## config.mk

```make
export PLATFORM = sky130hd
export DESIGN_NAME = prim_buffer_loader
export DESIGN_NICKNAME = d
export VERILOG_FILES = /design/src/logic/rowbuf_pkg.sv /design/src/logic/prim_buffer_loader.sv
export SDC_FILE = /design/constraint.sdc
export NUM_CORES = 1
export LEC_CHECK = 0
export BUFFER_PORTS_ARGS = -buffer_cell sky130_fd_sc_hd__buf_2
export CAP_MARGIN = 30
export CORE_MARGIN = 1.5
export CORE_UTILIZATION = 34
export DETAILED_ROUTE_END_ITERATION = 6
export PLACE_DENSITY = 0.76
export SETUP_SLACK_MARGIN = 0.1
export SLEW_MARGIN = 20
export SYNTH_ARGS = -nofsm -noshare
export SYNTH_HDL_FRONTEND = slang
export SYNTH_SLANG_ARGS = --single-unit
```

## constraint.sdc

```tcl
create_clock -name clk_500MHz -period 1.1 [get_ports clk_500MHz]
set_input_delay 0.165 -clock clk_500MHz [delete_from_list [all_inputs] [get_ports clk_500MHz]]
set_output_delay 0.165 -clock clk_500MHz [all_outputs]
set_load 0.02 [all_outputs]
```

## src/logic/rowbuf_pkg.sv

```systemverilog
package rowbuf_pkg;

    //////////////////////////////////////////////////////////////////////
    // Widths
    //////////////////////////////////////////////////////////////////////
    localparam int PIXEL_WIDTH = 18;
    localparam int COL_WIDTH   = 9;
    localparam int NUM_BANKS   = 4;

    typedef logic [PIXEL_WIDTH-1:0]           pixel_t;
    typedef logic [COL_WIDTH-1:0]             col_t;
    // Half bit on top, column below
    typedef logic [COL_WIDTH:0]               bank_addr_t;
    // Bit 0 even-bank half, bit 1 odd-bank half
    typedef logic [1:0]                       gray_t;
    // Bank 3 in the top pixel, bank 0 in the bottom one
    typedef logic [NUM_BANKS*PIXEL_WIDTH-1:0] quad_pixel_t;

    // Driven by the outer controller
    typedef enum logic [1:0] {
        PH_IDLE,
        PH_PRIM_LOAD,
        PH_ACTIVE,
        PH_FIN
    } phase_t;

    typedef struct packed {
        logic                 row_sel;
        logic [COL_WIDTH-2:0] col_hi;
        logic                 parity;
    } seq_word_t;

    //////////////////////////////////////////////////////////////////////
    // Bank port commands
    //////////////////////////////////////////////////////////////////////
    typedef struct packed {
        logic       en;
        bank_addr_t addr;
        pixel_t     data;
    } bank_wr_t;

    typedef struct packed {
        logic       en;
        bank_addr_t addr;
    } bank_rd_t;

endpackage

```

## src/logic/prim_buffer_loader.sv

```systemverilog
`timescale 1ns/1ns

module prim_buffer_loader import rowbuf_pkg::*; #(
    parameter int ROW_COLS = 320
) (
    input  logic     clk_500MHz,
    input  logic     rst,
    input  phase_t   phase,
    input  pixel_t   pix_in,
    input  logic     pix_in_valid,
    input  logic [1:0] load_row,
    input  col_t     load_col,
    output bank_wr_t load_wr [NUM_BANKS]
);

    logic                 take;
    logic [NUM_BANKS-1:0] bank_hit;
    logic                 half;

    assign take = (phase == PH_PRIM_LOAD) && pix_in_valid && (int'(load_col) < ROW_COLS);

    // Row 0 fills half 0 everywhere, rows 1 and 2 fill half 1 of odd or even banks
    always_comb begin
        case (load_row)
            2'd0:    begin bank_hit = 4'b1111; half = 1'b0; end
            2'd1:    begin bank_hit = 4'b1010; half = 1'b1; end
            2'd2:    begin bank_hit = 4'b0101; half = 1'b1; end
            default: begin bank_hit = 4'b0000; half = 1'b0; end
        endcase
    end

    always_ff @(posedge clk_500MHz) begin
        for (int b = 0; b < NUM_BANKS; b++) begin
            load_wr[b].addr <= {half, load_col};
            load_wr[b].data <= pix_in;
            if (rst) begin
                load_wr[b].en <= 1'b0;
            end else begin
                load_wr[b].en <= take && bank_hit[b];
            end
        end
    end

endmodule

```

-- Word level (Yosys, flattened, before mapping)
Cells that the tools add are included.
- flip-flop bits (word level): 32
- output and inout bits: 116
- bits of input ports: 34
- word-level logic and storage cells: 20
- order comparisons: 1
- equal/unequal tests: 3
- multiplexer cells: 2
- reduce and logical (&&, ||, !) cells: 8
- operators by type and width (kind ; number):
    $pmux 4 s3 ; 1
    $lt 9x9->1 const B ; 1
    $logic_and 1x1->1 ; 6
    $eq 2x1->1 const B ; 2
    $eq 2x2->1 const B ; 1
    $logic_not 2->1 ; 1
    $reduce_or 2->1 ; 1
    $mux 1 ; 1

-- Longest topological paths before layout
- word-level depth: 4
- gate-level depth with buffers: 4
- gate-level depth less buffers: 4

-- Worst setup path after synthesis
Ideal clock, no wire load.
- path type: input to register
- from: input port load_row[0]
- to: register load_wr[86] in the netlist's numbering
- required time: 1.008 ns
- library setup time: 0.092 ns
- path buffers: 0
- path slack: 0.268 ns
- arrival time: 0.740 ns
- cell stages on the path: 3
- path through: ha_1 -> or2_1 -> nor4_1
- cells in the longest elaborated chain, start to end: 3
- elaborated cells on any way between the ends: 5
- those cells by class: eq/ne (2); mux (1); reduce/logical (2)
- RTL lines (what ; line ; RTL):
    from (decl) ; prim_buffer_loader.sv:11 ; input logic [1:0] load_row,
    $eq 2x2->1, or another cell as far along ; prim_buffer_loader.sv:24 ; case (load_row)
    $pmux 4 s3 * ; prim_buffer_loader.sv:24 ;
    $logic_and 1x1->1 * ; prim_buffer_loader.sv:39 ; load_wr[b].en <= take && bank_hit[b];
    to (decl) ; prim_buffer_loader.sv:13 ; output bank_wr_t load_wr [NUM_BANKS]
Mark *: on every way between the ends. The rest lies on a longest branch, timed or not.
A chain may end at the register's enable or synchronous reset.

==> impl_metrics.yaml <==
pwr:
  peakVddDrop_mv: 0.7452
  power_mw: 2.767
  power.density_nw_per_um2: 1424
  static-leakage-power_nw: 1.076
logic_synthesis:
  synth.area.mux_share: 0
  avgSynthCellArea_um2: 10.43
  synth-xor-area-share: 0
  synth_top_family_by_area: "buffers and inverters"
  synth_compound_area_frac: 0.005581
  synthSimpleGateAreaFrac: 0.02512
  synth_cell_types: 9
  ys_seq_area_frac: 0.4465
  ys_ff_latch: 30
  synth_nets: 167
  ys_warn_count: 0
  synth_adder_area_share: 0.03721
  synth_top_cell_area_share: 0.4800
  syn_area_um2: 1345
  syn-instance-count: 129
  synth_area_leaders: "buf_4 48%, dfxtp_1 45%, ha_1 3.7%, nor4_1 0.93%, inv_1 0.56%"
  synth_top_cell_by_area: "buf_4"
clock_network:
  cts_buffers: 5
  cts.sinks: 30
  cts_max_level: 2
  cts.clk_slew.worst_paths_ns: 0.06
  cts_tree: "built"
  clockBufferDepth: 2
  cts_root_buffer: "clkbuf_8"
layout:
  finish.instance_area_um2: 1943
  final-seq-area_um2: 616.8
  area_growth_pct: 44.46
  drive_above_1_share: 0.7511
  num-fill-cells: 342
  top_register: "load_wr"
  multi_input_area_um2: 91.34
  antenna_cells: 0
  utilization: 0.5229
  nets: 262
  largest_reg_flops: 30
  instances_no_fill: 273
  reg_top3: "load_wr x30"
  final_common_cell: "buf_2"
  layout_common_cells: "117 x buf_2, 32 x buf_4, 25 x dlygate4sd3_1, 17 x dfxtp_1, 13 x dfxtp_2"
global_route:
  antenna_found_initial: 0
  grt_max_degree: 10
  grt_pass1_vias: 840
  grt_usage: 0.1112
  overflow: 0
  grt_pass1_wl_um: 3512
setup_path:
  arrival_ns: 0.83
  endpoint_kind: "output pin"
  worstSetupPathType: "register to output pin"
  cp_top_family: "flip-flops"
  path_buf_inv: 1
  crit_chain: "buf_2"
  crit_slowest_cell: "dfxtp_1"
  crit_start: "load_wr[5]"
  cp_max_fo: 4
  critPathLaunchType: "register"
  cp.required_ns: 0.94
  cpPeakStageDelay_ns: 0.37
sta:
  rsz0062_at_grt: "true"
  max_slew.worst_pin.slew_ns: 0.2315
  final.setup.tns_ns: 0
  setup_violations: 0
  final-max-slew-violation-count: 0
  fmax_mhz: 1007
  hold_viol: 0
  min_period_ns: 0.9926
  fin_ws_ns: 0.1074
  period_share: 0.9024
  hold_slack_ns: 0.01312
  slew_headroom: 0.8442
detailed_routing:
  via_count: 1027
  ant_nets: 0
  drt_wl_total_um: 2791
  routed_via_density: 3.762
  dr.pass1.iters: 3
  wl_per_cell_um: 10.22
  drt-initial-drc-count: 25
  drc: 0
job:
  maxCapViolations: 0
placement:
  dpl_cell_area_um2: 1505
  dp.cells: 240
  gpl.final_weighted_congestion: 0.6428
  numPortBuffers: 149
  place_ws_ns: 0.09074
  dp_hpwl_um: 1957
floorplan:
  die_h_um: 65.90
  initial_core_util: 0.3620
  core_um2: 3716
  io_pins: 150
  die_width_um: 65.90
  rows: 22
  die_area_um2: 4342
worst_hold_path:
  hp-start: "load_col[7]"
  hold_path.class: "input port to register"
status:
  status: "finished clean"
## per-layer routing
layer	GRT usage	vias up	wire, um
met5	0	-	0
met4	0.05469	0	23
met3	0.05281	4	323
met2	0.2323	74	1676
met1	0.07757	452	769
li1	-	497	-
## cells in the mapped netlist, drive strengths merged
| cell | n |
|---|---|
| o21a | 1 |
| inv | 2 |
| ha | 4 |
| dfxtp | 30 |
| or2 | 1 |
| nand3b | 1 |
| buf | 86 |
| nor4 | 2 |
| nor2 | 2 |
## repair_timing
item                                    in CTS  in global routing
hold buffers                                25                  0
endpoints found under the hold margin       25                  0
pin swaps                                    0                  0
setup buffers                                0                  0
resized for setup                            2                 43
endpoints found under the setup margin       8                 96
## area by class of cell
type,instances,area share
repair buffers,174,0.5538
flip-flops and latches,30,0.3175
clock buffers,7,0.04443
multi-input cells,11,0.04701
inverters,2,0.003863
clock inverters,1,0.002576
well taps,48,0.03091
## where the power goes
part           internal [mW]  leakage [nW]  switching [mW]
Combinational          0.288         0.776           0.400
Clock                  0.503        0.0482           0.377
Sequential              1.15         0.252          0.0479
Total                   1.94          1.08           0.825
## cells by family (layout without fill, tap and decap cells)
group | after synthesis | in the layout
and+or+nand+nor | 6 | 6
buffers and inverters | 88 | 184
DFF | 30 | 30
adders and majority gates | 4 | 4
AOI/OAI and AO/OA | 1 | 1
## worst paths after layout
kind	endpoint	cells after the start	slack (ns)
worst max-delay path	load_wr[34]	1	0.11
worst min-delay path	load_wr[25]	1	0.01
Power figures use the tool's default switching activity.
