File: src/logic/rowbuf_pkg.sv
package rowbuf_pkg;

    //////////////////////////////////////////////////////////////////////
    // Widths
    //////////////////////////////////////////////////////////////////////
    localparam int PIXEL_WIDTH = 18;
    localparam int COL_WIDTH   = 9;
    localparam int NUM_BANKS   = 4;

    typedef logic [PIXEL_WIDTH-1:0]           pixel_t;
    typedef logic [COL_WIDTH-1:0]             col_t;
    // Half bit on top, column below
    typedef logic [COL_WIDTH:0]               bank_addr_t;
    // Bit 0 even-bank half, bit 1 odd-bank half
    typedef logic [1:0]                       gray_t;
    // Bank 3 in the top pixel, bank 0 in the bottom one
    typedef logic [NUM_BANKS*PIXEL_WIDTH-1:0] quad_pixel_t;

    // Driven by the outer controller
    typedef enum logic [1:0] {
        PH_IDLE,
        PH_PRIM_LOAD,
        PH_ACTIVE,
        PH_FIN
    } phase_t;

    typedef struct packed {
        logic                 row_sel;
        logic [COL_WIDTH-2:0] col_hi;
        logic                 parity;
    } seq_word_t;

    //////////////////////////////////////////////////////////////////////
    // Bank port commands
    //////////////////////////////////////////////////////////////////////
    typedef struct packed {
        logic       en;
        bank_addr_t addr;
        pixel_t     data;
    } bank_wr_t;

    typedef struct packed {
        logic       en;
        bank_addr_t addr;
    } bank_rd_t;

endpackage

File: src/logic/window_read_sequencer.sv
`timescale 1ns/1ns

module window_read_sequencer import rowbuf_pkg::*; (
    input  logic        clk_500MHz,
    input  logic        rst,
    input  phase_t      phase,
    input  gray_t       gray_code,
    input  seq_word_t   seq_word,
    input  logic        seq_valid,
    input  pixel_t      bank_rdata [NUM_BANKS],
    output bank_rd_t    seq_rd_even,
    output bank_rd_t    seq_rd_odd,
    output quad_pixel_t pix_out,
    output logic        pix_out_valid
);

    logic       req;
    bank_addr_t even_addr;
    bank_addr_t odd_addr;
    // Tracks the read through the arbiter and the RAM
    logic [1:0] vld_pipe;

    assign req = (phase == PH_ACTIVE) && seq_valid;

    //////////////////////////////////////////////////////////////////////
    // Address forming
    //////////////////////////////////////////////////////////////////////
    // Even banks always hold the even column of the pair
    assign even_addr = {gray_code[0] ^ seq_word.row_sel, seq_word.col_hi, 1'b0};
    assign odd_addr  = {gray_code[1] ^ seq_word.row_sel, seq_word.col_hi, seq_word.parity};

    always_ff @(posedge clk_500MHz) begin
        seq_rd_even.addr <= even_addr;
        seq_rd_odd.addr  <= odd_addr;
        if (rst) begin
            seq_rd_even.en <= 1'b0;
            seq_rd_odd.en  <= 1'b0;
            vld_pipe       <= '0;
            pix_out_valid  <= 1'b0;
        end else begin
            seq_rd_even.en <= req;
            seq_rd_odd.en  <= req;
            vld_pipe       <= {vld_pipe[0], seq_rd_even.en};
            pix_out_valid  <= vld_pipe[1];
        end
    end

    //////////////////////////////////////////////////////////////////////
    // Output capture
    //////////////////////////////////////////////////////////////////////
    always_ff @(posedge clk_500MHz) begin
        if (vld_pipe[1]) begin
            pix_out <= {bank_rdata[3], bank_rdata[2], bank_rdata[1], bank_rdata[0]};
        end
    end

endmodule

File: config.mk
export PLATFORM = sky130hd
export DESIGN_NAME = window_read_sequencer
export DESIGN_NICKNAME = d
export VERILOG_FILES = /design/src/logic/rowbuf_pkg.sv /design/src/logic/window_read_sequencer.sv
export SDC_FILE = /design/constraint.sdc
export NUM_CORES = 1
export LEC_CHECK = 0
export BUFFER_PORTS_ARGS = -buffer_cell sky130_fd_sc_hd__buf_2
export CORE_UTILIZATION = 35
export DETAILED_ROUTE_END_ITERATION = 10
export PLACE_DENSITY = 0.84
export RECOVER_POWER = 50
export SETUP_SLACK_MARGIN = 0.4
export SLEW_MARGIN = 5
export SYNTH_ARGS = -nofsm -noshare
export SYNTH_HDL_FRONTEND = slang
export SYNTH_SLANG_ARGS = --single-unit
File: constraint.sdc
create_clock -name clk_500MHz -period 2.3 [get_ports clk_500MHz]
set_clock_uncertainty 0.2 [all_clocks]
set_input_delay 0.345 -clock clk_500MHz [delete_from_list [all_inputs] [get_ports clk_500MHz]]
set_output_delay 0.345 -clock clk_500MHz [all_outputs]
set_load 0.01 [all_outputs]
# Yosys cells after proc, flatten, opt, wreduce, memory -nomap -nowiden
# Index checks and enable logic that the tools add are counted.
dict set report totals {
  regBits 95
  out_inout_bits 95
  word_cells 10
}
dict set report op_classes {
  n_eq_ne 1
  bitwise 2
  n_reduce_logical 1
}
# op n
set op_table {}
lappend op_table {{2-bit == test, second input constant} 1}
lappend op_table {{1-bit XOR} 2}
lappend op_table {{1-bit logical AND} 1}

# Logic depth before layout (Yosys ltp)
dict set report depth {
  depth_word 2
  ltp_mapped 1
  ltp_nobuf 1
}

# Worst setup path before layout
# OpenSTA, ideal clock, no wires.
dict set report synth_path {
  kind {flip-flop to flip-flop}
  from {register vld_pipe[1]}
  to {register pix_out[0] (enable)}
  setup_time_ps 436
  arrival_ps 1856
  path_slack_ps -193
  path_stages_with_launch 1
  synth_period_minus_slack_ps 2493
  cell_sequence {dfxtp_1}
}
# element line_no
set synth_rtl {}
lappend synth_rtl {{start, declared} window_read_sequencer.sv:21} ;# logic [1:0] vld_pipe;
lappend synth_rtl {{start signal, assigned} window_read_sequencer.sv:43} ;# vld_pipe <= {vld_pipe[0], seq_rd_even.en};
lappend synth_rtl {{end signal, assigned} window_read_sequencer.sv:53} ;# pix_out <= {bank_rdata[3], bank_rdata[2], bank_rdata[1], bank_rdata[0]};
lappend synth_rtl {{end, declared} window_read_sequencer.sv:13} ;# output quad_pixel_t pix_out,
# No word-level cell between the ends.

# Final worst setup path
dict set report layout_path {
  from {register pix_out[7]}
  to {output pix_out[7]}
}
# No word-level cell between the ends.

==> summary.md <==
| Metric | Value |
|---|---|
| Vias | `just under 2000` |
| Syn Nets | `approximately 190` |
| Final period utilization | `0.636` |
| Mean Syn Cell Area | `about 25 sq um` |
| Critical path depth | `1` |
| GRT Total Usage | `0.162` |
| Core Area | `around 7000 sq um` |
| Power Dens Cells | `roughly 640 nW/um^2` |
| Initial antenna violation count | `0` |
| PostCTS Resize Cnt | `0` |
| IO buf count | `182` |
| Fin. Hold Viols | `0` |
| Total negative slack | `0 ns` |
| TritonCTS clock tree | `done` |
| Min-Delay Path Class | `input port to flop` |
| RSZ-0062 raised after global routing | `no` |
| Storage element area | `approximately 2500 sq um` |
| Synth top cells by count | `72 x edfxtp_1, 15 x dfxtp_1, 10 x buf_4` |
| CTS Buf Count | `9` |
| Fin cells | `between 400 and 500` |
| Post-Place Cell Area | `between 3000 and 4000 sq um` |
| Clock Path Buffers | `2` |
| Startpoint types | `flop` |
| Synth-to-layout area growth | `75.8%` |
| Synthesized area | `roughly 2600 sq um` |
| Final Util | `0.633` |
| Netlist cell types | `7` |
| Status | `completed` |
| Critical Path RT | `approximately 1.8 ns` |
| Tmin final | `1.46 ns` |
| Nature of the critical path endpoint | `output port` |
| Die Y | `around 88 microns` |
| Diodes inserted | `0` |
| Layout cell share with drive strength beyond 1 | `0.495` |
| Inst Count DP | `between 300 and 400` |
| H-tree depth | `3` |
| First-pass GRT wire length | `approximately 9000 microns` |
| Cell Rows | `31` |
| Crit path cell chain | `buf_2` |
| Post-route cell area | `about 4600 sq um` |
| Max VDD drop | `~0.00037 V` |
| #FFs+latches synth | `87` |
| Async S/R FF share, synth | `0` |
| Top post-synthesis cells by area | `edfxtp_1 83%, dfxtp_1 12%, buf_4 2.9%, and2b_2 1.0%, xor2_1 0.67%` |
| EDFF count, synth | `72` |
| Final Max Slew Viols | `0` |
| Largest net degree at the start of global routing | `49` |
| Setup-failing EPs final | `0` |
| Clock-pin slew reported for the worst setup and hold paths after clock tree synthesis | `0.10 ns` |
| Drt total wl | `~6500 microns` |
| P_leak | `~1.9 nW` |
| Top-count cell post-synth | `edfxtp_1` |
| Max-Cap Viols | `0` |
| Avg Vias per Cell | `about 4.1` |
| Gate Count Post-Synth | `approximately 100` |
| I/O pins | `roughly 180` |
| Pwr Total | `a little under 3 mW` |
| Crit-path max FO | `1` |
| Top delay family on crit path | `flip-flops` |
| DRC viols | `0` |
| Hold Worst Slack | `0.0312 ns` |
| Critical path arrival | `0.92 ns` |
| FILL cells | `approximately 540` |
| Average wire per standard cell | `between 10 and 15 microns` |
| Sink Count | `87` |
| DIE WIDTH | `approximately 88 microns` |
| Crit path buffers/inverters | `1` |
| CP max stage cell | `edfxtp_1` |
| Fmax | `slightly below 0.7 GHz` |
| Pre-CTS setup slack | `around 0.9 ns` |
| Sequential element share of the synthesized area | `0.948` |
| Worst-Skew Late Latency | `around 0.34 ns` |
| Final Wtd Congestion | `approximately 0.73` |
| Total gr overflow | `0` |
| 1st-pass router iterations | `5` |
| Die ar. | `approximately 7800 sq um` |
| Final WS setup | `about 0.84 ns` |
| Yosys warning count | `0` |
| Yosys top cell area share | `0.832` |
| Largest area contributor in the netlist | `edfxtp_1` |
| Clk root buf | `clkbuf_8` |
| Worst Reg-to-Reg Cells | `1` |
| Critical path type | `flop to output port` |
| Multi-input logic area | `around 60 sq um` |
| Worst hold path depth | `2` |
| Initial Utilization | `0.360` |
| Number of DRC markers in iteration 0 | `33` |
| Layout Nets | `460` |
| Dominant synthesized flop cell | `edfxtp_1` |
| Vias in the first global route | `about 1900` |
| Crit path largest cell delay | `about 0.4 ns` |
| Post-route ant nets | `0` |
[cells by family (layout without fill, tap and decap cells)]
group | count (synthesis) | in the layout | synth area share
XOR/XNOR | 2 | 2 | 0.00674
AND/OR/NAND/NOR | 4 | 4 | 0.0149
flip-flops | 87 | 87 | 0.948
other | 1 | 1 | 0.00144
buffers and inverters | 10 | 282 | 0.0289
[placed cells by master, fill, tap and decap left out]
| cell type | synthesis | layout |
|---|---|---|
| clkbuf_8 | 0 | 9 |
| dlygate4sd3_1 | 0 | 83 |
| dfxtp_1 | 15 | 14 |
| and2b_2 | 3 | 3 |
| conb_1 | 1 | 1 |
| clkinv_2 | 0 | 1 |
| edfxtp_1 | 72 | 72 |
| clkinvlp_4 | 0 | 3 |
| xor2_1 | 2 | 2 |
| buf_12 | 0 | 1 |
| buf_2 | 0 | 164 |
| clkbuf_1 | 0 | 18 |
| dfxtp_4 | 0 | 1 |
| and4bb_2 | 1 | 1 |
| inv_6 | 0 | 3 |
[flip-flops by register name (all words and copies together), names as in the netlist]
register,cells
pix_out,72
seq_rd_odd,11
seq_rd_even,1
vld_pipe,2
pix_out_valid,1
[routing by layer]
layer / GRT usage / wire (microns) / up-vias
met5: 0 / 0 / -
met4: 0.0543 / 119 / 0
met3: 0.0669 / 552 / 13
met2: 0.314 / 3520 / 120
met1: 0.151 / 2280 / 891
li1: - / - / 912
[where the power goes]
group          leakage, nW  internal (mW)  switching, mW
Sequential           0.775           1.72        0.00936
Combinational         1.06          0.160         0.0733
Clock               0.0827          0.402          0.555
[final timing paths]
check,startpoint,end,slack (ns)
setup / recovery,pix_out[7],pix_out[7],0.84
hold reg to reg,vld_pipe[0],vld_pipe[1],0.28
hold / removal,seq_word[9],seq_rd_even[9],0.03
setup reg to reg,vld_pipe[1],pix_out[16],0.88
[cell type report]
| type | count | area share |
|---|---|---|
| Sequential cell | 87 | 0.540 |
| Timing Repair Buffer | 266 | 0.381 |
| Clock buffer | 9 | 0.0271 |
| Tap cell | 99 | 0.0271 |
| Multi-Input combinational cell | 7 | 0.0132 |
| Clock inverter | 7 | 0.0118 |
[repair_timing]
item | CTS | global route
setup buffers | 0 | 0
hold buffers | 83 | 0
endpoints found under the hold margin | 83 | 0
Power figures use the tool's default switching activity.
