==> src/logic/rowbuf_pkg.sv <==
package rowbuf_pkg;

    //////////////////////////////////////////////////////////////////////
    // Widths
    //////////////////////////////////////////////////////////////////////
    localparam int PIXEL_WIDTH = 18;
    localparam int COL_WIDTH   = 9;
    localparam int NUM_BANKS   = 4;

    typedef logic [PIXEL_WIDTH-1:0]           pixel_t;
    typedef logic [COL_WIDTH-1:0]             col_t;
    // Half bit on top, column below
    typedef logic [COL_WIDTH:0]               bank_addr_t;
    // Bit 0 even-bank half, bit 1 odd-bank half
    typedef logic [1:0]                       gray_t;
    // Bank 3 in the top pixel, bank 0 in the bottom one
    typedef logic [NUM_BANKS*PIXEL_WIDTH-1:0] quad_pixel_t;

    // Driven by the outer controller
    typedef enum logic [1:0] {
        PH_IDLE,
        PH_PRIM_LOAD,
        PH_ACTIVE,
        PH_FIN
    } phase_t;

    typedef struct packed {
        logic                 row_sel;
        logic [COL_WIDTH-2:0] col_hi;
        logic                 parity;
    } seq_word_t;

    //////////////////////////////////////////////////////////////////////
    // Bank port commands
    //////////////////////////////////////////////////////////////////////
    typedef struct packed {
        logic       en;
        bank_addr_t addr;
        pixel_t     data;
    } bank_wr_t;

    typedef struct packed {
        logic       en;
        bank_addr_t addr;
    } bank_rd_t;

endpackage

==> src/logic/row_renamer.sv <==
`timescale 1ns/1ns

module row_renamer import rowbuf_pkg::*; #(
    parameter int ROW_COLS = 320
) (
    input  logic     clk_500MHz,
    input  logic     rst,
    input  phase_t   phase,
    input  gray_t    gray_code,
    input  logic     rename_valid,
    input  col_t     rename_col,
    input  pixel_t   pix_in,
    input  pixel_t   bank_rdata [NUM_BANKS],
    output bank_rd_t ren_rd_odd,
    output bank_wr_t ren_wr_even [NUM_BANKS/2],
    output bank_wr_t ren_wr_odd
);

    typedef struct packed {
        logic   vld;
        col_t   col;
        logic   half_even;
        logic   half_odd;
        pixel_t pix;
    } ren_stage_t;

    logic       take;
    // Request stage drives the odd-bank read
    ren_stage_t req;
    // Two stages cover the arbiter and RAM read latency
    ren_stage_t pipe [2];

    assign take = (phase == PH_FIN) && rename_valid && (int'(rename_col) < ROW_COLS);

    always_ff @(posedge clk_500MHz) begin
        req.col       <= rename_col;
        req.half_even <= gray_code[0];
        req.half_odd  <= gray_code[1];
        req.pix       <= pix_in;
        pipe[0]       <= req;
        pipe[1]       <= pipe[0];
        if (rst) begin
            req.vld     <= 1'b0;
            pipe[0].vld <= 1'b0;
            pipe[1].vld <= 1'b0;
        end else begin
            req.vld <= take;
        end
    end

    assign ren_rd_odd.en   = req.vld;
    assign ren_rd_odd.addr = {req.half_odd, req.col};

    //////////////////////////////////////////////////////////////////////
    // Write back
    //////////////////////////////////////////////////////////////////////
    // Odd row data lands in the even banks, bank 1 into 0 and bank 3 into 2
    assign ren_wr_even[0].en   = pipe[1].vld;
    assign ren_wr_even[0].addr = {pipe[1].half_even, pipe[1].col};
    assign ren_wr_even[0].data = bank_rdata[1];
    assign ren_wr_even[1].en   = pipe[1].vld;
    assign ren_wr_even[1].addr = {pipe[1].half_even, pipe[1].col};
    assign ren_wr_even[1].data = bank_rdata[3];

    // Incoming pixel replaces what was read
    assign ren_wr_odd.en   = pipe[1].vld;
    assign ren_wr_odd.addr = {pipe[1].half_odd, pipe[1].col};
    assign ren_wr_odd.data = pipe[1].pix;

endmodule

==> config.mk <==
export PLATFORM = sky130hd
export DESIGN_NAME = row_renamer
export DESIGN_NICKNAME = d
export VERILOG_FILES = /design/src/logic/rowbuf_pkg.sv /design/src/logic/row_renamer.sv
export SDC_FILE = /design/constraint.sdc
export NUM_CORES = 1
export LEC_CHECK = 0
export ABC_CLOCK_PERIOD_IN_PS = 800
export BUFFER_PORTS_ARGS = -buffer_cell sky130_fd_sc_hd__buf_2
export CAP_MARGIN = 20
export CORE_MARGIN = 4
export CORE_UTILIZATION = 30
export CTS_BUF_LIST = sky130_fd_sc_hd__clkbuf_16
export DETAILED_ROUTE_END_ITERATION = 10
export PLACE_DENSITY = 0.61
export SYNTH_ARGS = -nofsm -noshare
export SYNTH_HDL_FRONTEND = slang
export SYNTH_SLANG_ARGS = --single-unit
export TNS_END_PERCENT = 30
==> constraint.sdc <==
create_clock -name clk_500MHz -period 0.8 [get_ports clk_500MHz]
set_input_delay 0.12 -clock clk_500MHz [delete_from_list [all_inputs] [get_ports clk_500MHz]]
set_output_delay 0.12 -clock clk_500MHz [all_outputs]
set_load 0.02 [all_outputs]
Word level (Yosys, flattened, before mapping)
Memory sizes are Yosys's and may differ from the RTL's.
Cells that the tools add are included.

storage, ports and cells
  bits in writable memories = 60
  logic and storage cells = 16
  output and inout bits = 98
  register bits after elaboration = 30
  memories = 1
  input port bits = 106

memory list
  name  words  width  rd ports  clocked after Yosys merged registers in  write ports  RTL line           RTL
  pipe  2      30     2         0                                        2            row_renamer.sv:31  ren_stage_t pipe [2];

operators by class
  reductions and logical operators = 2
  multiplexer cells = 4
  magnitude comparators = 1
  equal/unequal tests = 1
  bitwise gates (word level) = 2

operator list
  kind                                         count
  < comparator 9 bit (second input constant)   1
  two-way mux 1 bit                            4
  equality test 2 bit (second input constant)  1
  logical AND 1 bit                            2
  bitwise OR 1 bit (first input constant)      2

Longest topological paths before layout
  depth after elaboration = 3
  gate-level depth with buffers = 2
  gate-level depth less buffers = 2

Worst setup path after synthesis
OpenSTA, ideal clock, no wires.

  path type = register to output
  from = memory pipe[0][50] (netlist bit)
  to = output port ren_wr_even[18] (netlist bit)
  buffers on the path = 1
  slack = 0.222 ns
  arrival time = 0.458 ns
  required time = 0.680 ns
  stages on the path, launching flop included = 2
  cells stage by stage = dfxtp_1 > buf_4

RTL lines
  what             RTL line           RTL
  start, declared  row_renamer.sv:31
  end, declared    row_renamer.sv:15  output bank_wr_t ren_wr_even [NUM_BANKS/2],

==> metrics <==
Fill cells=755; worst-path cell with the longest stage delay=dfxtp_4; fin crit period=0.933 ns; combined flip-flop and latch cell area=1860 sq um; clock transition time at the flip-flop clock pins of the worst setup and hold paths=0.06 ns; Total GRT Usage=7.76%; Clock Sink Count=90; Cells on Worst Hold Path=2; clock tree from TritonCTS=yes; initial detailed-routing violation count=33; antenna cells=0; average detailed-routed wire length per instance=11.3 microns; Synth area leaders=dfxtp_1, buf_4, and4bb_1, nor2b_1, o21ai_1; Critical Path End Type=primary output; number of standard-cell rows in the floorplan=33; worst hold endpoint=ren_rd_odd[10]; worst reg2reg path endpoint=pipe[0][20]; critical-path cell list=buf_6; largest area contributor in the synthesized netlist=dfxtp_1; number of antenna violations at the first check in global routing=0; post-detailed-route via-to-cell ratio=3.51; skew final=0.00505 ns; Cells after DPL=295; peak fanout along the critical path=3; fraction of final layout cells sized beyond drive strength 1=64.6%; Max Root-Sink Buffers=2; outcome=complete, but fails checks; number of nets still failing antenna checks after routing=0; first-pass GRT wire length=5.82 mm; clock tree root driver cell=clkbuf_16; Synthesis Warnings=0; buffers and inverters on the worst path=1; height of the die=101 microns; worst hold path startpoint=phase[0]; insertion delay to the later sink of the worst-skew pair=0.33 ns; area of the placeable core=8260 sq um; number of max-cap violations=0; number of design rule violations left after detail routing=0; type of the worst min-delay path=in -> reg; category of the most critical setup path=reg -> out; port bufs=95; required arrival time at the worst endpoint=0.68 ns; violations in the final reports=negative setup slack; HPWL reported at the end of detailed placement=2.47 mm; die outline width=101 microns; EDFF count, synth=0; routed wire length=3.87 mm; total power divided by cell area=2860 nW/um^2; effective utilization at floorplan=31.1%; Vias=1201; final worst path period share=117%; number of placed I/O pins=204; delay of the slowest critical-path stage=0.36 ns; total die area=10100 sq um; first-pass iteration count of the detailed router=2; Worst-Margin Slew=0.0959 ns; Leak=1.54 nW; leading cell type by number of instances after synthesis=buf_4; kind of cell adding the most delay to the critical path=flip-flops; Register-to-Register Setup Slack=0.25 ns; grt ovf=0; Cell Count, Final, Fillers Out=342; Post-synth top cells=buf_4, dfxtp_1, nor2b_1; Slew Limit Fails=0; Final Setup Violations=62; post-synthesis register bit count=90; Yosys top cell area share=70.1%; setup slack after layout=-0.133 ns; area added between synthesis and finish=34.4%; register area share after synthesis=70.1%; number of H-tree branching levels=3; CP Depth=1; data arrival time of the worst path=0.81 ns; largest net degree at the start of global routing=16; vias in the first global route=1223; Post-synth ARST share=0%; total area of multi-input combinational cells=33.8 sq um; Yosys cell types=6; crit start category=register; net count of the finished layout=339; Worst Reg2Reg Path Length in Cells=1; CTS buffer count=9; combined area of all synthesized cells=2570 sq um; Relative slew margins=93.6%; endpoints failing hold=0; cell count after synthesis=193; Net Count, Synth=299; Worst R2R Start=ren_rd_odd[0]; Primary FF master, synth=dfxtp_1; average cell area after synthesis=13.3 sq um; Setup TNS=-6.24 ns; end-of-flow core utilization=41.8%; Final Wtd Congestion=0.589; highest ir drop seen on vdd=0.00185 V; RSZ-0062 raised after global routing=yes; Peak Freq=1070 MHz
-- cell usage in the layout, fill, tap and decap left out --
cell type	netlist	final
and4bb_1	1	1
buf_2	0	33
buf_4	98	20
buf_6	0	44
bufinv_16	0	2
clkbuf_16	0	9
clkinvlp_4	0	3
dfxtp_1	90	49
dfxtp_2	0	37
dfxtp_4	0	4
dlygate4sd3_1	0	30
inv_6	0	1
nand2_1	1	1
nor2b_1	2	2
o21ai_1	1	1
-- layout make-up --
| type | instances | share of cell area, % |
|---|---|---|
| tap | 105 | 3.80 |
| timing repair buffer | 127 | 32.2 |
| sequential | 90 | 53.9 |
| multi-input combinational | 5 | 0.978 |
| clock inverter | 6 | 2.64 |
| clock buffer | 9 | 6.52 |
-- metal layers --
metal  vias up  share of wire (%)  global-route usage (%)
li1        570                  -                       -
met1       534                 30                    6.79
met2        77                 53                    12.3
met4         0                2.9                    6.63
met5         -                  0                       0
met3        20                 14                    4.91
-- sequential cells by signal, indices dropped and copies added (netlist names) --
signal,count
pipe,60
ren_rd_odd,11
req,19
-- what timing repair did --
action / 4_1_cts / 5_1_grt
resized for setup: 132 / 19
hold endpoints to repair: 31 / 0
hold buffers: 30 / 0
setup buffers: 2 / 0
endpoints found under the setup margin: 62 / 62
-- worst max-delay path by stage --
stage                           end  slack, ns   startpoint
floorplan           ren_wr_even[18]       0.22  pipe[0][50]
global placement    ren_wr_even[25]       0.19  pipe[0][57]
detailed placement   ren_wr_odd[25]       0.18  pipe[0][57]
CTS                  ren_wr_odd[25]      -0.14  pipe[0][57]
global route         ren_wr_odd[24]      -0.16  pipe[0][56]
finish               ren_wr_odd[24]      -0.13  pipe[0][56]
-- power breakdown --
| part | internal (mW) | switching, mW | total [mW] |
|---|---|---|---|
| Combinational | 0.419 | 0.308 | 0.726 |
| Clock | 2.72 | 1.60 | 4.33 |
| Sequential | 4.73 | 0.0904 | 4.82 |
| Total | 7.88 | 2.00 | 9.88 |
-- metrics by stage --
stage / total power [mW] / instance area, sq um / hold WS, ns / setup WS, ns
finish: 9.88 / 3460 / 0.0747 / -0.133
global route: 10.3 / 3460 / 0.0612 / -0.164
CTS: 10.0 / 3390 / 0.0661 / -0.142
detailed placement: 5.33 / 2440 / 0.224 / 0.181
global placement: 5.32 / 2440 / 0.222 / 0.188
floorplan: 5.56 / 2570 / 0.148 / 0.222
-- logic make-up (layout without fill, tap and decap cells) --
group / Yosys count / count (layout) / synth area share [%]
buffers and inverters: 98 / 142 / 28.6
flip-flops: 90 / 90 / 70.1
AND/OR/NAND/NOR: 4 / 4 / 1.12
AO/OA/AOI/OAI: 1 / 1 / 0.194
(Power assumes the default switching activity.)
